--- src/pcie_tx_macros.svh ---
// tx stream path constants; TX_BUF_DEPTH must be a power of two and TX_BUF_AFULL below it
`ifndef PCIE_TX_MACROS_SVH
`define PCIE_TX_MACROS_SVH

// ----------------------------------------
// stream buffer
// ----------------------------------------

// entries in the stream word buffer
`define TX_BUF_DEPTH 64
// fill level that raises the wait state
// leaves room for words already in flight
`define TX_BUF_AFULL 48

// doublewords per 128-bit stream word
`define TX_DW_PER_WORD 4

// ----------------------------------------
// descriptor fields
// ----------------------------------------

// fmt bits of header dw0
`define DESC_HAS_PAYLOAD_BIT 126
`define DESC_4DW_BIT 125
// length field of header dw0, in DWs
`define DESC_LEN_LSB 96
`define DESC_LEN_W 10
// address bit 2, from dw2 for 3DW headers and from dw3 for 4DW headers
`define DESC_ADDR3_B2_BIT 34
`define DESC_ADDR4_B2_BIT 2

`endif
--- src/pcie_tx_pkg.sv ---
// types of the tx stream path; widths follow the constants in pcie_tx_macros.svh
`include "pcie_tx_macros.svh"

package pcie_tx_pkg;

   // ----------------------------------------
   // plain vectors
   // ----------------------------------------

   // one doubleword
   typedef logic [31:0] dw_t;

   // one stream or payload word, dw0 of a beat sits in bits 31:0
   typedef logic [`TX_DW_PER_WORD*32-1:0] word_t;

   // payload length from the descriptor
   typedef logic [`DESC_LEN_W-1:0] tlp_len_t;

   // stream DWs still owed for a packet, header and pad included
   typedef logic [`DESC_LEN_W:0] dw_count_t;

   // ----------------------------------------
   // structs
   // ----------------------------------------

   // one buffer entry, first stream DW in data[127:96]
   typedef struct packed {
      logic  err;
      logic  sop;
      logic  eop;
      // last word holds 2 or fewer valid DWs
      logic  empty;
      word_t data;
   } stream_word_t;

   // decoded header, held from acknowledge until the next one
   typedef struct packed {
      logic  has_payload;
      logic  is_4dw;
      // a zero DW sits between header and payload
      logic  pad;
      // first payload DW shares the header word
      logic  carry_dws;
      logic  err;
      // header DWs in stream order, pad or payload slot still zero
      word_t hdr_word;
   } hdr_info_t;

endpackage

--- src/stream_word_builder.sv ---
// tx_req must stay high until ack; a new packet waits for the last write of the previous one
`timescale 1ns/1ps
`include "pcie_tx_macros.svh"

module stream_word_builder
   import pcie_tx_pkg::*;
(
   input  logic         clk_in,
   input  logic         rstn,
   input  logic         req,
   input  logic         ws,
   input  logic         busy,
   input  hdr_info_t    hdr,
   input  dw_count_t    dw_left,
   input  word_t        pay_word,
   input  logic         pay_valid,
   output logic         ack,
   output logic         start,
   output logic         wr,
   output stream_word_t wr_word
);

   localparam dw_count_t WORD_DWS = dw_count_t'(`TX_DW_PER_WORD);

   logic      req_seen;
   logic      hdr_vld;
   logic      first_pend;
   logic      hdr_src;
   logic      src;
   dw_count_t left_now;
   logic      last;
   word_t     src_data;

   // ----------------------------------------
   // request and acknowledge
   // ----------------------------------------

   // registered request, dropped right after ack so one request gives one ack
   assign ack = req_seen & ~ws & ~busy;

   // decoder output is valid the cycle after ack
   assign start = hdr_vld & hdr.has_payload;

   // ----------------------------------------
   // word sources
   // ----------------------------------------

   // header goes alone unless payload dw0 has to join it
   assign hdr_src = hdr_vld & ~hdr.carry_dws;
   assign src     = hdr_src | pay_valid;

   // count as it stands after the write now on the bus
   assign left_now = wr ? ((dw_left > WORD_DWS) ? dw_left - WORD_DWS : '0) : dw_left;
   assign last     = (left_now <= WORD_DWS);

   // first aligned word of a carry packet has zeros where the header sits
   always_comb begin
      if (hdr_src)
         src_data = hdr.hdr_word;
      else if (first_pend)
         src_data = hdr.hdr_word | pay_word;
      else
         src_data = pay_word;
   end

   always_ff @(posedge clk_in) begin
      if (!rstn) begin
         req_seen   <= 1'b0;
         hdr_vld    <= 1'b0;
         first_pend <= 1'b0;
         wr         <= 1'b0;
      end else begin
         req_seen <= ack ? 1'b0 : req;
         hdr_vld  <= ack;
         wr       <= src;
         if (hdr_vld)
            first_pend <= hdr.carry_dws;
         else if (pay_valid)
            first_pend <= 1'b0;
      end
   end

   // ----------------------------------------
   // buffer entry
   // ----------------------------------------

   always_ff @(posedge clk_in) begin
      if (src) begin
         wr_word.err   <= hdr.err;
         wr_word.sop   <= hdr_src | first_pend;
         wr_word.eop   <= last;
         // on the last word left_now is its valid DW count
         wr_word.empty <= last & (left_now <= dw_count_t'(2));
         wr_word.data  <= src_data;
      end
   end

endmodule

--- config.mk ---
export PLATFORM = sky130hd
export DESIGN_NAME = stream_word_builder
export DESIGN_NICKNAME = d
export VERILOG_FILES = /design/src/pcie_tx_pkg.sv /design/src/stream_word_builder.sv
export VERILOG_INCLUDE_DIRS = /design/src
export SDC_FILE = /design/constraint.sdc
export NUM_CORES = 1
export LEC_CHECK = 0
export BUFFER_PORTS_ARGS = -buffer_cell sky130_fd_sc_hd__buf_4
export CAP_MARGIN = 20
export CORE_AREA = 2 2 159 161
export CTS_CLUSTER_DIAMETER = 100
export CTS_CLUSTER_SIZE = 16
export DETAILED_ROUTE_END_ITERATION = 8
export DIE_AREA = 0 0 161 163
export PLACE_DENSITY = 0.49
export SYNTH_ARGS = -nofsm -noshare
export SYNTH_HDL_FRONTEND = slang
export SYNTH_SLANG_ARGS = --single-unit
--- constraint.sdc ---
create_clock -name clk_in -period 4.88 [get_ports clk_in]
set_input_delay 0.244 -clock clk_in [delete_from_list [all_inputs] [get_ports clk_in]]
set_output_delay 0.244 -clock clk_in [all_outputs]
set_load 0.03 [all_outputs]
==> out/qor.csv <==
stage;metric;value;unit
status;status;finished clean;
logic_synthesis;Post-synth top cells;edfxtp_1 (132), a22o_1 (128), buf_2 (16);
critical_path;Worst EP arrival;2.55;ns
place;IO buf count;410;
clock_network;post-cts hold buffer count;1;
routing;drt pass-1 iters;4;
routing;Vias;4775;
critical_path;path depth of the worst reg2reg path;3;
critical_path;worst r2r dst;wr_word[59];
critical_path;CP max FO;74;
logic_synthesis;Avg Inst Size Synth;16.8;um^2
routing;Avg WL per Cell;18.1;um
clock_network;post-CTS sizing;0;
clock_network;Skew-Pair Late Insertion Delay;0.41;ns
clock_network;TritonCTS clock tree;done;
final_layout;share of cells above drive strength 1;0.602;
grt;first-pass GRT wire length;27800;um
place;area post-placement;0.00901;mm^2
floorplan;IO Pins;413;
timing;final hold vios;0;
logic_synthesis;post-synthesis async set-or-reset flop share;0;
routing;vias per cell;4.42;
routing;drc violations;0;
logic_synthesis;syn nets;613;
critical_path;CP cell instances;nand2b_4, nand2b_4, buf_12;
place;DP Worst Slack;2.18;ns
timing;Final setup viols;0;
floorplan;Chip Height;163;um
logic_synthesis;unique cell type count in the Yosys netlist;27;
floorplan;die area;0.0262;mm^2
routing;post-route ant nets;0;
critical_path;Worst Setup SP;hdr_vld;
routing;Routed Wire Length;19500;um
critical_path;WS Path Type;flip-flop to flip-flop;
critical_path;cell family with most CP delay;simple AND/OR/NAND/NOR gates;
critical_path;crit path capture;wr_word[59];
critical_path;Worst Setup Start Kind;flip-flop;
timing;Final Cycle Share;0.514;
final_layout;fill cell count;2412;
logic_synthesis;count leader, synth;edfxtp_1;
timing;Worst slew margin;0.431;
timing;Setup Skew;0.00846;ns
final_layout;Layout Nets;1019;
critical_path;Worst path slowest cell;nand2b_4;
critical_path;cell mode on critical path;nand2b_4;
floorplan;die width;161;um
power;Max IR drop VDD;172;uV
timing;min Tclk post-route;2.51;ns
grt;GRT Residual Overflow;0;
timing;worst slew pin tran;0.854;ns
logic_synthesis;yosys warns;0;
logic_synthesis;top post-synthesis cells by area;edfxtp_1 (71%), a22o_1 (20%), buf_2 (1.4%);
critical_path;Req. time, crit path;4.93;ns
critical_path;CP Buf/Inv Count;1;
min_path;worst hold path class;input port to flip-flop;
clock_network;H-Tree Depth;4;
critical_path;critical path depth;3;
clock_network;Root Driver;clkbuf_16;
floorplan;cell row count;58;
final_layout;area delta synth->final;72.2;%
floorplan;core area;0.0247;mm^2
critical_path;reg2reg start;hdr_vld;
critical_path;Crit. End Element;flip-flop;
grt;initial antenna violation count;0;
logic_synthesis;Synth Cell Area;0.00559;mm^2
clock_network;clk slew on worst S/H paths;0.06;ns
logic_synthesis;Yosys top cell by area;edfxtp_1;
floorplan;initial cell density of the core;0.227;
power;standby leakage power;0.00416;uW
logic_synthesis;Yosys reg bits;136;
clock_network;CTS max path bufs;2;
critical_path;Worst R2R Setup Slack;2.37;ns
grt;vias in the first global route;4887;
place;GP Congestion;0.897;
clock_network;CTS buffer count;17;
place;dpl hpwl;14400;um
logic_synthesis;Post-synth EDFFs;132;
timing;setup tns final;0;ns
timing;fin. max-slew vios;0;
final_layout;final design area excluding fillers;0.00962;mm^2
timing;PnR worst setup slack;2.37;ns
logic_synthesis;register area share after synthesis;0.724;
critical_path;slowest stage delay, CP;0.78;ns
timing;Max Fclk;399;MHz
logic_synthesis;Synth top area share;0.709;
power;pwr dens;331;mW/mm^2
grt;gr usage total;0.140;
routing;Iter 0 DRT Violations;273;
logic_synthesis;Mapped Cells;333;
timing;RSZ-0062 raised after global routing;no;
clock_network;Sink Count;136;
final_layout;ANT cells;0;
flow_run;Max Cap Viol;0;
grt;largest net degree at the start of global routing;98;
logic_synthesis;ys flop type;edfxtp_1;
clock_network;# Post-CTS Setup Buffers;0;
[metrics by stage]
stage,total power [uW],hold slack [ns],utilization,instances
5_1_grt,3320,0.0475,0.390,1081
4_1_cts,3240,0.0408,0.389,1080
2_1_floorplan,1640,0.343,-,333
3_3_place_gp,1940,0.425,0.365,1048
6_report,3190,0.0689,0.390,1081
3_5_place_dp,1950,0.428,0.365,1048
[power breakdown]
group	total (uW)	switching (uW)	internal [uW]
Clock	1270	513	756
Combinational	537	263	273
Sequential	1380	21.0	1360
Total	3190	797	2390
[area by class of cell]
class | instances | area (um^2) | area share
clock inverter | 13 | 145 | 0.0151
timing repair buffer | 415 | 3150 | 0.327
multi-input combinational | 167 | 1440 | 0.149
clock buffer | 18 | 429 | 0.0446
tap | 330 | 413 | 0.0429
sequential | 136 | 4040 | 0.420
inverter | 2 | 7.51 | 0.000780
[kinds of logic (layout without fill, tap and decap cells)]
kind of cell	count (synthesis)	count (layout)	share of synthesized area
AO/OA/AOI/OAI	138	138	0.213
adder cells (fa/ha/maj)	2	2	0.00448
flip-flops	136	136	0.724
buffers and inverters	30	448	0.0237
AND/OR/NAND/NOR	25	25	0.0318
XOR/XNOR	2	2	0.00313
[sequential cells by signal, indices dropped and copies added, names as in the netlist]
register,count
first_pend,1
hdr_vld,1
req_seen,1
wr,1
wr_word,132
[how the worst min path moves through the flow]
stage             start           end  slack, ns  depth (start not counted)
5_1_grt             req      req_seen       0.05                          3
6_report            req      req_seen       0.07                          3
3_5_place_dp   hdr[128]  wr_word[131]       0.43                          1
4_1_cts             req      req_seen       0.04                          3
2_1_floorplan  hdr[128]  wr_word[131]       0.34                          0
3_3_place_gp   hdr[128]  wr_word[131]       0.42                          1
[layout by cell type (no fill, tap or decap), types with 2 or more instances in the layout]
cell type   count
nor2_1          4
a22o_1        128
bufinv_16       2
or3_1           2
ha_1            2
clkinvlp_4      2
inv_6           4
o21ai_2         2
nand2_1         4
edfxtp_1      132
inv_1           2
a21oi_1         5
clkinv_4        3
xnor2_1         2
and2_1          3
dfxtp_1         4
buf_4         412
nand2b_4        3
clkbuf_16      17
nor3b_1         2
[tightest hold or removal path: stages]
cell     delay [ns]
buf_4          0.08
nand2_1        0.04
nor2_1         0.08
[metal layers]
metal	wire length, um	share of wire	global-route usage	up-vias
met5	0	0	0	-
met3	1420	0.073	0.0397	16
met1	7830	0.40	0.166	2291
met2	9990	0.51	0.245	253
met4	278	0.014	0.0430	0
li1	-	-	-	2215
Power figures use the tool's default switching activity.
