$ cat src/pcie_tx_macros.svh
// tx stream path constants; TX_BUF_DEPTH must be a power of two and TX_BUF_AFULL below it
`ifndef PCIE_TX_MACROS_SVH
`define PCIE_TX_MACROS_SVH

// ----------------------------------------
// stream buffer
// ----------------------------------------

// entries in the stream word buffer
`define TX_BUF_DEPTH 64
// fill level that raises the wait state
// leaves room for words already in flight
`define TX_BUF_AFULL 48

// doublewords per 128-bit stream word
`define TX_DW_PER_WORD 4

// ----------------------------------------
// descriptor fields
// ----------------------------------------

// fmt bits of header dw0
`define DESC_HAS_PAYLOAD_BIT 126
`define DESC_4DW_BIT 125
// length field of header dw0, in DWs
`define DESC_LEN_LSB 96
`define DESC_LEN_W 10
// address bit 2, from dw2 for 3DW headers and from dw3 for 4DW headers
`define DESC_ADDR3_B2_BIT 34
`define DESC_ADDR4_B2_BIT 2

`endif
$ cat src/pcie_tx_pkg.sv
// types of the tx stream path; widths follow the constants in pcie_tx_macros.svh
`include "pcie_tx_macros.svh"

package pcie_tx_pkg;

   // ----------------------------------------
   // plain vectors
   // ----------------------------------------

   // one doubleword
   typedef logic [31:0] dw_t;

   // one stream or payload word, dw0 of a beat sits in bits 31:0
   typedef logic [`TX_DW_PER_WORD*32-1:0] word_t;

   // payload length from the descriptor
   typedef logic [`DESC_LEN_W-1:0] tlp_len_t;

   // stream DWs still owed for a packet, header and pad included
   typedef logic [`DESC_LEN_W:0] dw_count_t;

   // ----------------------------------------
   // structs
   // ----------------------------------------

   // one buffer entry, first stream DW in data[127:96]
   typedef struct packed {
      logic  err;
      logic  sop;
      logic  eop;
      // last word holds 2 or fewer valid DWs
      logic  empty;
      word_t data;
   } stream_word_t;

   // decoded header, held from acknowledge until the next one
   typedef struct packed {
      logic  has_payload;
      logic  is_4dw;
      // a zero DW sits between header and payload
      logic  pad;
      // first payload DW shares the header word
      logic  carry_dws;
      logic  err;
      // header DWs in stream order, pad or payload slot still zero
      word_t hdr_word;
   } hdr_info_t;

endpackage

$ cat src/tlp_header_decode.sv
// a length field of 0 with the payload bit set is taken as 0 DWs, not 1024
`timescale 1ns/1ps
`include "pcie_tx_macros.svh"

module tlp_header_decode
   import pcie_tx_pkg::*;
(
   input  logic      clk_in,
   input  logic      rstn,
   input  logic      ack,
   input  word_t     desc,
   input  logic      err,
   input  logic      word_wr,
   output hdr_info_t hdr,
   output dw_count_t dw_left,
   output logic      busy
);

   localparam dw_count_t WORD_DWS = dw_count_t'(`TX_DW_PER_WORD);

   logic      has_pay;
   logic      is_4dw;
   logic      addr_b2;
   logic      pad;
   tlp_len_t  len;
   dw_count_t hdr_dws;
   dw_count_t total;
   word_t     hdr_word;
   dw_count_t left_dec;

   // ----------------------------------------
   // descriptor decode, used only at ack
   // ----------------------------------------

   assign has_pay = desc[`DESC_HAS_PAYLOAD_BIT];
   assign is_4dw  = desc[`DESC_4DW_BIT];

   // address lives in dw2 or dw3 depending on header form
   assign addr_b2 = is_4dw ? desc[`DESC_ADDR4_B2_BIT] : desc[`DESC_ADDR3_B2_BIT];

   // pad keeps the first payload DW qword aligned in the stream
   // 3DW: pad when bit 2 clear, 4DW: pad when bit 2 set
   assign pad = has_pay & (is_4dw ? addr_b2 : ~addr_b2);

   // length only counts when there is a payload
   assign len = has_pay ? desc[`DESC_LEN_LSB +: `DESC_LEN_W] : '0;

   assign hdr_dws = is_4dw ? dw_count_t'(4) : dw_count_t'(3);
   assign total   = hdr_dws + dw_count_t'(pad) + dw_count_t'(len);

   // 3DW form leaves dw3 zero, filled later by the pad or by payload dw0
   assign hdr_word = is_4dw ? desc : {desc[127:32], dw_t'(0)};

   // one stream word leaves per write, floor at zero
   assign left_dec = (dw_left > WORD_DWS) ? dw_left - WORD_DWS : '0;

   // ----------------------------------------
   // header capture
   // ----------------------------------------

   always_ff @(posedge clk_in) begin
      if (ack) begin
         hdr.has_payload <= has_pay;
         hdr.is_4dw      <= is_4dw;
         hdr.pad         <= pad;
         // only the 3DW form without pad has room for a payload DW
         hdr.carry_dws   <= has_pay & ~is_4dw & addr_b2;
         hdr.err         <= err;
         hdr.hdr_word    <= hdr_word;
      end
   end

   // ----------------------------------------
   // remaining stream DWs
   // ----------------------------------------

   always_ff @(posedge clk_in) begin
      if (!rstn) begin
         dw_left <= '0;
         busy    <= 1'b0;
      end else begin
         if (ack) begin
            // header alone is 3 DWs, so a packet always starts busy
            dw_left <= total;
            busy    <= 1'b1;
         end else if (word_wr) begin
            dw_left <= left_dec;
            busy    <= (left_dec != '0);
         end
      end
   end

endmodule

$ cat config.mk
export PLATFORM = sky130hd
export DESIGN_NAME = tlp_header_decode
export DESIGN_NICKNAME = d
export VERILOG_FILES = /design/src/pcie_tx_pkg.sv /design/src/tlp_header_decode.sv
export VERILOG_INCLUDE_DIRS = /design/src
export SDC_FILE = /design/constraint.sdc
export NUM_CORES = 1
export LEC_CHECK = 0
export ABC_AREA = 1
export BUFFER_PORTS_ARGS = -buffer_cell sky130_fd_sc_hd__buf_2
export CORE_AREA = 2 2 115 128
export DETAILED_ROUTE_END_ITERATION = 7
export DIE_AREA = 0 0 117 130
export PLACE_DENSITY_LB_ADDON = 0.05
export SYNTH_ARGS = -nofsm -noshare
export SYNTH_HDL_FRONTEND = slang
export SYNTH_SLANG_ARGS = --single-unit
$ cat constraint.sdc
create_clock -name clk_in -period 2.7 [get_ports clk_in]
set_input_delay 0.27 -clock clk_in [delete_from_list [all_inputs] [get_ports clk_in]]
set_output_delay 0.27 -clock clk_in [all_outputs]
set_load 0.02 [all_outputs]
==> results.md <==
* Gr ovfl total at 0
* Min Tclk post-route at 2.103 ns
* Max IR drop VDD at 339.3 µV
* Hold Buf Count CTS at 0
* Outcome: finished, final reports clean
* Vias in the first global route at 3894
* Die Area at 15210 µm²
* End point of the critical path: dw_left[8]$_SDFFE_PN0P_
* H-tree levels at 4
* WP data arrival at 2.42 ns
* Max-slew violations at 0
* Seq cells post-synth at 143
* Core area at 14100 µm²
* Worst reg2reg path depth at 9
* Inst Count DP at 876
* Crit end category: register
* Reg power frac at 0.455
* Setup-failing EPs final at 0
* Switching Fraction at 0.2579
* Fraction of layout cells with a size suffix above 1 at 0.4651
* Worst skew pair latency at 0.41 ns
* Period utilization at 0.7790
* Leakage at 3.678 nW
* First-pass GRT wire length at 21000 µm
* Port bufs at 277
* Root buf cell: clkbuf_16
* Cell Int Power at 4.356 mW
* Top-count cell post-synth: edfxtp_1
* Avg Cell Area, Syn at 13.27 µm²
* Sequential-to-total area share from yosys stat at 0.7632
* DP HPWL at 11310 µm
* Post-Layout Cell Count at 909
* Largest net degree at the start of global routing at 107
* Clock buffer depth at 2
* Reg-to-Reg Start: dw_left[2]$_SDFFE_PN0P_
* WL final at 14850 µm
* Clock buffer count from CTS at 17
* Worst EP required at 3.02 ns
* Share of the synthesized area in the top cell type at 0.7193
* Drt drc at 0
* Resized cells post-CTS at 0
* Fin. Hold Viols at 0
* CTS tree: done
* Ports at 278
* Syn-to-layout area delta at 40.45%
* Setup TNS Final at 0 ns
* Switching power total at 1.514 mW
* ANT nets after route at 0
* Final Power at 5.871 mW
* Synth Flop Type: edfxtp_1
* Nets at 842
* Final Skew at 0.007805 ns
* TritonCTS Sinks at 143
* FP Rows at 46
* Initial antenna violation count at 1
* Largest cells by area after synthesis: edfxtp_1 (72%), nand2_1 (6.4%), dfxtp_1 (4.4%)
* Worst setup startpoint: desc[125]
* Maxcap violations at 0
* Post-Syn Area at 5469 µm²
* Starting Density at 0.3878
* Max Clk Rate at 475.4 MHz
* Clock power share at 0.392
* Least-Margin Pin Slew at 0.5446 ns
* Drt first-iter violations at 202
* Synth async-reset ratio at 0
* DR pass1 iterations at 4
* Die H at 130 µm
* Routed WL per cell at 16.33 µm
* CP startpoint kind: input port
* Reg2reg setup slack at 1.01 ns
* Via Count at 4074
* Tot GR Track Use at 0.1901
* Top cells by count, synth: edfxtp_1 (131), nand2_1 (93), inv_1 (62)
* Number of flops mapped to enable cells by yosys at 131
* WS Path Type: input port to register
* Post-CTS Setup Bufs at 0
* Reg clk slew, reported paths at 0.06 ns
* Synth area leader: edfxtp_1
* PwrDens at 764.3 nW/µm²
* Comb power frac at 0.152
* Distinct cells, synth at 31
* Max FO, Critical Path at 5
* Slew HR at 0.6369
* RD Place Congestion at 0.8151
* Worst min path class: input port to register
* Gate count after technology mapping at 412
* Die Wd at 117 µm
* FF-to-FF End: busy$_SDFFE_PN0P_
* Synth warn at 0
* RSZ-0062 raised after global routing: false
* Syn nets at 551
* Drt via density at 4.482
per-stage QoR:
| step | hold slack (ns) | area [µm²] | utilization | worst slack [ns] |
|---|---|---|---|---|
| after floorplan | 0.3676 | 5469 | - | 0.4099 |
| after global placement | 0.4468 | 7097 | 0.5033 | 0.2498 |
| after detailed placement | 0.4483 | 7097 | 0.5033 | 0.1885 |
| after CTS | 0.006773 | 7679 | 0.5445 | 0.5938 |
| after global routing | 0.004575 | 7679 | 0.5445 | 0.2755 |
| final | 0.02768 | 7681 | 0.5447 | 0.5966 |
layer usage:
layer / vias up / global-route usage / part of all wire
met2: 183 / 0.3410 / 0.53
met5: - / 0 / 0.00088
met4: 2 / 0.08858 / 0.026
li1: 1973 / - / -
met1: 1884 / 0.1908 / 0.34
met3: 32 / 0.07757 / 0.10
registers in the layout, indices dropped and copies added (netlist names):
register and cells:
busy 1, dw_left 11, hdr 131
worst min-delay path by stage:
stage | to | cells after the start | startpoint | slack, ns
floorplan | dw_left[3]$_SDFFE_PN0P_ | 2 | rstn | 0.37
global placement | hdr[45]$_DFFE_PP_ | 1 | desc[45] | 0.45
detailed placement | hdr[65]$_DFFE_PP_ | 1 | desc[65] | 0.45
global route | hdr[65]$_DFFE_PP_ | 1 | desc[65] | 0.005
finish | hdr[65]$_DFFE_PP_ | 1 | desc[65] | 0.03
CTS | hdr[123]$_DFFE_PP_ | 1 | desc[123] | 0.007
final cells by class:
| cell class | count | area (µm²) |
|---|---|---|
| Clock buffer | 21 | 440.4 |
| Tap cell | 192 | 240.2 |
| Timing Repair Buffer | 280 | 1428 |
| Antenna cell | 1 | 2.502 |
| Multi-Input combinational cell | 196 | 1011 |
| Fill cell | 1236 | 6420 |
| Sequential cell | 143 | 4174 |
| Clock inverter | 11 | 141.4 |
| Inverter | 65 | 244.0 |
power by group through the flow:
stage	logic [mW]	registers, mW	clock network (mW)
finish	0.894	2.67	2.30
global route	0.975	2.69	2.47
global placement	0.888	2.72	0
detailed placement	0.897	2.72	0
floorplan	0.272	2.95	0
CTS	0.900	2.67	2.36
placed cells by master, fill, tap and decap left out, types with 2 or more instances in the layout:
cell        count
a21oi_1         4
a31oi_1         3
buf_2         276
buf_4           2
bufinv_16       3
clkbuf_1        4
clkbuf_16      17
clkinv_1        2
clkinv_2        3
clkinv_4        2
clkinvlp_4      2
dfxtp_1        12
edfxtp_1      131
fa_1            2
ha_1            4
inv_1          62
inv_2           2
nand2_1        93
nand2_2         4
nand3_1        27
nand3_2         4
nand4_1         6
nor2_1         16
nor2_2          9
nor2_4          3
o21ai_0         8
o21ai_1         4
cell families after synthesis:
group / count (synthesis) / share of synthesized area
AOI/OAI and AO/OA: 23 / 0.02425
xor gates and xnor gates: 1 / 0.001602
adders and majority gates: 6 / 0.01647
buffers and inverters: 73 / 0.05193
DFF: 143 / 0.7632
and+or+nand+nor: 166 / 0.1425
worst max-delay path, cell delays in order:
cell and delay (ns):
buf_2 0.14, inv_1 0.12, nand2_1 0.08, o21ai_0 0.29, fa_1 0.25, inv_1 0.06, fa_1 0.36, inv_1 0.10
nand2_1 0.05, nand2_1 0.12, nand3b_4 0.09, nor2_1 0.17, nand2_1 0.07, nand3_1 0.08, nand3_1 0.07, nand2_1 0.06
inv_1 0.03
Note: power is estimated with default switching activity, not from simulation.
