## src/pcie_tx_macros.svh

```systemverilog
// tx stream path constants; TX_BUF_DEPTH must be a power of two and TX_BUF_AFULL below it
`ifndef PCIE_TX_MACROS_SVH
`define PCIE_TX_MACROS_SVH

// ----------------------------------------
// stream buffer
// ----------------------------------------

// entries in the stream word buffer
`define TX_BUF_DEPTH 64
// fill level that raises the wait state
// leaves room for words already in flight
`define TX_BUF_AFULL 48

// doublewords per 128-bit stream word
`define TX_DW_PER_WORD 4

// ----------------------------------------
// descriptor fields
// ----------------------------------------

// fmt bits of header dw0
`define DESC_HAS_PAYLOAD_BIT 126
`define DESC_4DW_BIT 125
// length field of header dw0, in DWs
`define DESC_LEN_LSB 96
`define DESC_LEN_W 10
// address bit 2, from dw2 for 3DW headers and from dw3 for 4DW headers
`define DESC_ADDR3_B2_BIT 34
`define DESC_ADDR4_B2_BIT 2

`endif
```

## src/pcie_tx_pkg.sv

```systemverilog
// types of the tx stream path; widths follow the constants in pcie_tx_macros.svh
`include "pcie_tx_macros.svh"

package pcie_tx_pkg;

   // ----------------------------------------
   // plain vectors
   // ----------------------------------------

   // one doubleword
   typedef logic [31:0] dw_t;

   // one stream or payload word, dw0 of a beat sits in bits 31:0
   typedef logic [`TX_DW_PER_WORD*32-1:0] word_t;

   // payload length from the descriptor
   typedef logic [`DESC_LEN_W-1:0] tlp_len_t;

   // stream DWs still owed for a packet, header and pad included
   typedef logic [`DESC_LEN_W:0] dw_count_t;

   // ----------------------------------------
   // structs
   // ----------------------------------------

   // one buffer entry, first stream DW in data[127:96]
   typedef struct packed {
      logic  err;
      logic  sop;
      logic  eop;
      // last word holds 2 or fewer valid DWs
      logic  empty;
      word_t data;
   } stream_word_t;

   // decoded header, held from acknowledge until the next one
   typedef struct packed {
      logic  has_payload;
      logic  is_4dw;
      // a zero DW sits between header and payload
      logic  pad;
      // first payload DW shares the header word
      logic  carry_dws;
      logic  err;
      // header DWs in stream order, pad or payload slot still zero
      word_t hdr_word;
   } hdr_info_t;

endpackage

```

## src/payload_align.sv

```systemverilog
// expects exactly the beats the length needs; a beat past the packet end is dropped
`timescale 1ns/1ps
`include "pcie_tx_macros.svh"

module payload_align
   import pcie_tx_pkg::*;
(
   input  logic      clk_in,
   input  logic      rstn,
   input  word_t     data,
   input  logic      dv,
   input  logic      ws,
   input  logic      carry_dws,
   input  logic      is_4dw,
   input  logic      pad,
   input  logic      start,
   input  dw_count_t dw_left,
   output word_t     word,
   output logic      word_valid
);

   localparam dw_count_t WORD_DWS = dw_count_t'(`TX_DW_PER_WORD);

   logic [1:0] skew;
   logic       active;
   logic       flush;
   word_t      held;
   dw_count_t  owed;
   logic       act;
   word_t      held_e;
   dw_count_t  owed_e;
   dw_count_t  owed_nxt;
   logic       take;

   // reorder to stream order and zero the DWs past the packet end
   // sh is the number of DWs that ride over from the previous beat
   function automatic word_t align_word(word_t prev, word_t cur, logic [1:0] sh,
                                        dw_count_t n);
      word_t w;
      case (sh)
         2'd1:    w = {prev[127:96], cur[31:0], cur[63:32], cur[95:64]};
         2'd3:    w = {prev[63:32], prev[95:64], prev[127:96], cur[31:0]};
         default: w = {cur[31:0], cur[63:32], cur[95:64], cur[127:96]};
      endcase
      for (int i = 0; i < `TX_DW_PER_WORD; i++) begin
         if (n <= dw_count_t'(i))
            w[127-32*i -: 32] = dw_t'(0);
      end
      return w;
   endfunction

   // 3 when dw0 shares the 3DW header word, 1 behind the pad of a 4DW header
   assign skew = carry_dws ? 2'd3 : ((is_4dw & pad) ? 2'd1 : 2'd0);

   // a beat may arrive in the same cycle as start
   assign act    = start | active;
   // start clears the holdover, those zeros become header slots or the pad
   assign held_e = start ? '0 : held;
   // a header word written on its own is not counted here
   assign owed_e = start ? (carry_dws ? dw_left : dw_left - WORD_DWS) : owed;
   assign take   = act & ~flush & dv & ~ws;

   assign owed_nxt = (owed_e > WORD_DWS) ? owed_e - WORD_DWS : '0;

   always_ff @(posedge clk_in) begin
      if (!rstn) begin
         active     <= 1'b0;
         flush      <= 1'b0;
         owed       <= '0;
         word_valid <= 1'b0;
      end else begin
         word_valid <= take | flush;
         if (flush) begin
            flush  <= 1'b0;
            active <= 1'b0;
            owed   <= '0;
         end else if (take) begin
            owed   <= owed_nxt;
            active <= (owed_nxt != '0);
            // the rest sits in the holdover, so no further beat comes
            flush  <= (owed_nxt != '0) && (owed_nxt <= dw_count_t'(skew));
         end else if (start) begin
            active <= 1'b1;
            owed   <= owed_e;
         end
      end
   end

   always_ff @(posedge clk_in) begin
      if (take) begin
         held <= data;
         word <= align_word(held_e, data, skew, owed_e);
      end else begin
         if (start)
            held <= '0;
         // flush word, holdover followed by zero fill
         if (flush)
            word <= align_word(held, '0, skew, owed);
      end
   end

endmodule

```

## config.mk

```make
export PLATFORM = sky130hd
export DESIGN_NAME = payload_align
export DESIGN_NICKNAME = d
export VERILOG_FILES = /design/src/pcie_tx_pkg.sv /design/src/payload_align.sv
export VERILOG_INCLUDE_DIRS = /design/src
export SDC_FILE = /design/constraint.sdc
export NUM_CORES = 1
export LEC_CHECK = 0
export BUFFER_PORTS_ARGS = -buffer_cell sky130_fd_sc_hd__buf_4
export CORE_ASPECT_RATIO = 1.5
export CORE_UTILIZATION = 55
export CTS_CLUSTER_SIZE = 20
export DETAILED_ROUTE_END_ITERATION = 8
export PLACE_DENSITY = 0.9
export REMOVE_ABC_BUFFERS = 1
export SYNTH_ARGS = -nofsm -noshare
export SYNTH_HDL_FRONTEND = slang
export SYNTH_SLANG_ARGS = --single-unit
```

## constraint.sdc

```tcl
create_clock -name clk_in -period 8.45 [get_ports clk_in]
set_clock_uncertainty 0.05 [all_clocks]
set_input_delay 0.4225 -clock clk_in [delete_from_list [all_inputs] [get_ports clk_in]]
set_output_delay 0.4225 -clock clk_in [all_outputs]
set_load 0.005 [all_outputs]
```

==> results.cfg, run 1 <==
[timing]
rsz0062_at_grt = false
finalCritPeriodShare = 0.451
relSlewSlack = 0.128
max_freq_ghz = 0.262
hold_viol = 0
min_period_ns = 3.81
worst_pin_slew_ns = 1.30
final-setup-viol-count = 0
setup-tns-final_ns = 0
drv_slew = 0
hold_ws_ns = 0.0735

[setup_path]
regToRegSetupSlack_ns = 5.09
crit_path_start_kind = input port
crit_chain = buf_4, clkinv_2, buf_4, a211oi_1, nand3_2, or2_4, nor2_1, nor2_1, ha_1, a21oi_1, a21oi_1, or4_1, nor3_1, and2_1
critPathMaxStageDelay_ns = 0.55
path_max_fanout = 85
cp.arrival_ns = 4.22
cp_slowest_cell = buf_4
critical_path_class = input port to flop
cp.required_ns = 8.85
end_kind = flop

[routing]
dr.pass1.iters = 5
dr.first_iter.drc_count = 1168
dr_wl_met3_um = 2930
top_layer_used = met4
wl_um = 34400
vias = 10400
dr_wl_met2_um = 17300
routedWlPerCell_um = 20.6
viasPerCell = 6.25
drc_errors = 0
detail-route-antenna-nets = 0
wl_met1_um = 11900

[cells_and_area]
drive_gt1_frac = 0.241
area_growth_pct = 25.0
fin_nets = 1539
layout_common_cells = buf_4, nand2_1, edfxtp_1
final_common_cell = buf_4
post-route-util = 0.708
fin_area_sq_um = 14100
fillCellCount = 1462

[clock_network]
holdBufCountCts = 0
cts_max_level = 1
cts_tree = done
cts_buffers = 23
cts-root-buf = clkbuf_16
clockBufferDepth = 3
insertion_delay_ns = 0.51
cts.repair.resized = 0
cts_setup_buffers = 0
cts.sinks = 238
clk_pin_slew_worst_paths_ns = 0.07

[floorplanning]
pin_count = 276
dieArea_sq_um = 21100
chipHeight_um = 178
start_util = 0.567
rows = 63
dieWidth_um = 119
core_sq_um = 19900

[synthesis]
postSynthCellCount = 1169
ys_async_sr_fraction = 0
ys_ff_latch = 238
yosysUniqueCellTypes = 64
ys_warn_count = 0
synth_compound_area_frac = 0.197
syn_area_per_cell_sq_um = 9.67
synth_simple_gate_area_frac = 0.160
ys_seq_area_frac = 0.535
synth_area_sq_um = 11300
synthAdderAreaFrac = 0.00554
synth_top_family_by_area = compound AO/OA/AOI/OAI gates
synth.area.mux_share = 0.0603
synth_edf_count = 128
synth_flop_cell = edfxtp_1
synth-xor-area-share = 0.00465

[hold_path]
hp-class = input port to flop

[power_and_ir_drop]
power.total_uw = 2670
ir_worst_vdd_v = 0.000195
leakagePower_uw = 0.00576
p_per_area_nw_per_um2 = 189

[global_routing]
antenna_found_initial = 1
grt_pass1_vias = 10100
globalRouteOverflowTotal = 0
grt_pass1_wl_um = 52000
track_usage = 0.315
grt_max_degree = 109

[place]
placed_area_sq_um = 13400
place_congestion = 1.04
port_buffers = 275
dpl.hpwl_um = 22000

[run_status]
status = completed

[run]
maxCapViolCount = 0
-- layer usage --
| metal | track usage | vias to the layer above |
|---|---|---|
| met5 | 0 | - |
| met4 | 0.206 | 0 |
| met3 | 0.0450 | 151 |
| met2 | 0.547 | 679 |
| met1 | 0.361 | 4917 |
| li1 | - | 4653 |
-- flip-flops by register name, summed over array words and instances, names as in the netlist --
signal and flops:
active 1, held 96, word_valid 1, word 128, owed 11, flush 1
-- final timing paths --
kind                             from  depth (start not counted)                     end
setup / recovery                start                         14        flush$_SDFF_PP0_
hold / removal              data[126]                          3       held[126]$_DFF_P_
setup reg to reg  active$_SDFFE_PP0P_                          6  word[12]$_SDFFCE_PP0P_
hold reg to reg      held[72]$_DFF_P_                          2        held[72]$_DFF_P_
-- synthesized netlist by cell type, types with 6 or more instances --
cell type  count  area share
o2bb2ai_1     95       0.074
edfxtp_1     128        0.34
buf_2         16      0.0071
o21ai_0       99       0.044
nor2_1        49       0.016
buf_1          8      0.0027
mux2i_1       67       0.059
and3_1        33       0.018
nand2b_1       6      0.0033
buf_4          6      0.0040
dfxtp_1      110        0.19
a21oi_1      114       0.050
clkbuf_1      61       0.020
nand2_1      276       0.092
inv_1          7      0.0023
-- worst max-delay path: cells and delay by family --
| family | cells | cell delay, ns |
|---|---|---|
| AND/OR/NAND/NOR | 7 | 1.51 |
| buffers and inverters | 3 | 1.15 |
| AO/OA/AOI/OAI | 3 | 0.73 |
| adder cells (fa/ha/maj) | 1 | 0.31 |
-- logic make-up after synthesis --
kind of cell	Yosys count
xor+xnor	6
mux	68
compound gates	343
flops	238
fa+ha+maj	5
buf+inv	100
simple gates	409
-- power by group --
| part | switching [uW] | internal, uW |
|---|---|---|
| clock network | 431 | 535 |
| logic | 232 | 156 |
| registers | 29.8 | 1280 |
| total | 693 | 1970 |
-- area by class of cell --
| cell class | instances | area (sq um) | area share |
|---|---|---|---|
| diodes | 1 | 2.50 | 0.000177 |
| clock buffers | 31 | 606 | 0.0429 |
| inverters | 8 | 31.3 | 0.00221 |
| flip-flops and latches | 238 | 6050 | 0.428 |
| clock inverters | 10 | 77.6 | 0.00549 |
| multi-input cells | 831 | 4900 | 0.347 |
| repair buffers | 285 | 2140 | 0.151 |
| well taps | 260 | 325 | 0.0230 |
-- stage by stage --
step	instances	setup WS [ns]
2_1_floorplan	1077	0.530
3_3_place_gp	1622	4.33
3_5_place_dp	1622	4.23
4_1_cts	1663	4.72
5_1_grt	1664	4.39
6_report	1664	4.64
Note: power is estimated with default switching activity, not from simulation.
==> run 2: changes to the inputs <==
--- a/config.mk
+++ b/config.mk
@@ -8,10 +8,10 @@
 export LEC_CHECK = 0
 export BUFFER_PORTS_ARGS = -buffer_cell sky130_fd_sc_hd__buf_4
 export CORE_ASPECT_RATIO = 1.5
-export CORE_UTILIZATION = 55
+export CORE_UTILIZATION = 49
 export CTS_CLUSTER_SIZE = 20
 export DETAILED_ROUTE_END_ITERATION = 8
-export PLACE_DENSITY = 0.9
+export PLACE_DENSITY = 0.85
 export REMOVE_ABC_BUFFERS = 1
 export SYNTH_ARGS = -nofsm -noshare
 export SYNTH_HDL_FRONTEND = slang
==> constraint.sdc (replaced) <==
create_clock -name clk_in -period 3.2 [get_ports clk_in]
set_clock_uncertainty 0.05 [all_clocks]
set_input_delay 0.16 -clock clk_in [delete_from_list [all_inputs] [get_ports clk_in]]
set_output_delay 0.16 -clock clk_in [all_outputs]
set_load 0.005 [all_outputs]
==> run 2 against run 1 <==
Die area up 12%. Sequential share of layout area down 4.5 points. Setup slack worse by 4.2 ns. Count of clock-buffer cells in the layout down 4. Power rose to 2.7 times the previous value. Non-clock buffer count up 162. Clock power rose to 2.6 times the previous value. Critical endpoint is now word[72]$_DFFE_PP_. Largest power group unchanged.
==> results.cfg, run 2 (synthesis results as in run 1) <==
[run_status]
status = completed

[timing]
finalCritPeriodShare = 0.853
min_period_ns = 2.73
rsz0062_at_grt = false
max_freq_ghz = 0.366
fin_ws_ns = 0.470
worst_pin_slew_ns = 1.08
relSlewSlack = 0.274
drv_slew = 0
hold_viol = 0
final-setup-viol-count = 0

[place]
port_buffers = 275
place_ws_ns = 0.0151
place_congestion = 0.989
placed_area_sq_um = 13800
dpl.hpwl_um = 23300

[routing]
routedWlPerCell_um = 20.9
dr.pass1.iters = 7
dr.first_iter.drc_count = 1308
drc_errors = 0
vias = 11100
viasPerCell = 6.00
wl_um = 38600
detail-route-antenna-nets = 0

[power_and_ir_drop]
leakagePower_uw = 0.00648
ir_worst_vdd_v = 0.000444
p_per_area_nw_per_um2 = 460

[floorplanning]
pin_count = 276
start_util = 0.503
dieWidth_um = 126
core_sq_um = 22500
chipHeight_um = 188
dieArea_sq_um = 23700
rows = 67

[global_routing]
grt_max_degree = 95
globalRouteOverflowTotal = 0
antenna_found_initial = 2
grt_pass1_wl_um = 58900
track_usage = 0.318
grt_pass1_vias = 11200

[clock_network]
cts_buffers = 23
cts_tree = done
cts_max_level = 1
cts.sinks = 238
clk_pin_slew_worst_paths_ns = 0.06
cts.repair.resized = 0
cts_setup_buffers = 0
insertion_delay_ns = 0.51
cts-root-buf = clkbuf_16
clockBufferDepth = 3

[cells_and_area]
fin_nets = 1701
largest_reg_flops = 128
layout_common_cells = buf_4, nand2_1, dlygate4sd3_1
largestRegisters = word (128), held (96), owed (11)
final_common_cell = buf_4
area_growth_pct = 39.6
fillCellCount = 1579
fin_area_sq_um = 15800
largest-register = word
drive_gt1_frac = 0.238

[setup_path]
worst_r2r_endpoint = word[72]$_DFFE_PP_
crit_path_start_kind = flop
cp.arrival_ns = 3.03
path_max_fanout = 17
end_kind = flop
ff2ff_path_depth = 8
cp.required_ns = 3.50
reg2reg_from = owed[3]$_SDFFE_PP0P_
regToRegSetupSlack_ns = 0.47
critical_path_class = flop to flop

[hold_path]
hold_start = dw_left[1]
min_delay_worst_endpoint = owed[1]$_SDFFE_PP0P_
holdPathStages = 3
hp-class = input port to flop

[run]
maxCapViolCount = 0
## run 2: cell count changes in the layout (fill, tap and decap cells not counted)
cell,change
clkinv_1,+4
buf_4,+27
clkinvlp_4,+1
inv_8,-1
inv_6,+1
dlygate4sd3_1,+129
diode_2,+2
buf_12,+6
clkbuf_1,-4
## run 2: worst max-delay path by stage
stage,slack [ns],cells after the start,endpoint,from
finish,0.47,8,word[72]$_DFFE_PP_,owed[3]$_SDFFE_PP0P_
global route,0.27,12,flush$_SDFF_PP0_,owed[4]$_SDFFE_PP0P_
CTS,0.49,12,flush$_SDFF_PP0_,owed[4]$_SDFFE_PP0P_
detailed placement,0.02,16,flush$_SDFF_PP0_,dw_left[2]
global placement,0.03,16,flush$_SDFF_PP0_,dw_left[2]
floorplan,-4.52,4,word[32]$_DFFE_PP_,active$_SDFFE_PP0P_
## run 2: worst max-delay path, stage by stage, from the launching register on
cell and delay (ns):
dfxtp_1 0.41, a21boi_0 0.18, ha_1 0.28, mux2_1 0.30, nand2_1 0.13, o311ai_1 0.14, a21oi_4 0.67, buf_12 0.25
o2bb2ai_1 0.15
## run 2: cell type report
| type | instances | area (sq um) | area share |
|---|---|---|---|
| Inverter | 8 | 31.3 | 0.00198 |
| Tap cell | 276 | 345 | 0.0219 |
| Multi-Input combinational cell | 831 | 4900 | 0.311 |
| Clock buffer | 27 | 591 | 0.0374 |
| Antenna cell | 3 | 7.51 | 0.000476 |
| Sequential cell | 238 | 6050 | 0.383 |
| Clock inverter | 15 | 97.6 | 0.00619 |
| Timing Repair Buffer | 447 | 3750 | 0.238 |
## run 2: metrics by stage
step                utilization  hold WS, ns  TNS [ns]  total power (uW)  cells
global route              0.702        0.112         0              7490   1843
finish                    0.702        0.102         0              7250   1845
detailed placement        0.614        0.324         0              4600   1671
global placement          0.614        0.314         0              4570   1671
CTS                       0.702       0.0918         0              7230   1842
floorplan                     -        0.219   -746.06              4030   1077
## run 2: what timing repair did
item	CTS	global route
hold buffers	129	0
endpoints found under the setup margin	0	0
hold endpoints to repair	217	0
## run 2: power by group
group	switching [uW]	total, uW	internal [uW]
registers	84.2	3470	3380
clock network	1140	2540	1400
logic	678	1240	562
## run 2: per-layer routing
| metal | part of all wire | vias up | GRT usage |
|---|---|---|---|
| met5 | 0 | - | 0 |
| met4 | 0.070 | 0 | 0.225 |
| met3 | 0.068 | 192 | 0.0516 |
| met2 | 0.51 | 649 | 0.557 |
| met1 | 0.35 | 5253 | 0.347 |
| li1 | - | 4983 | - |
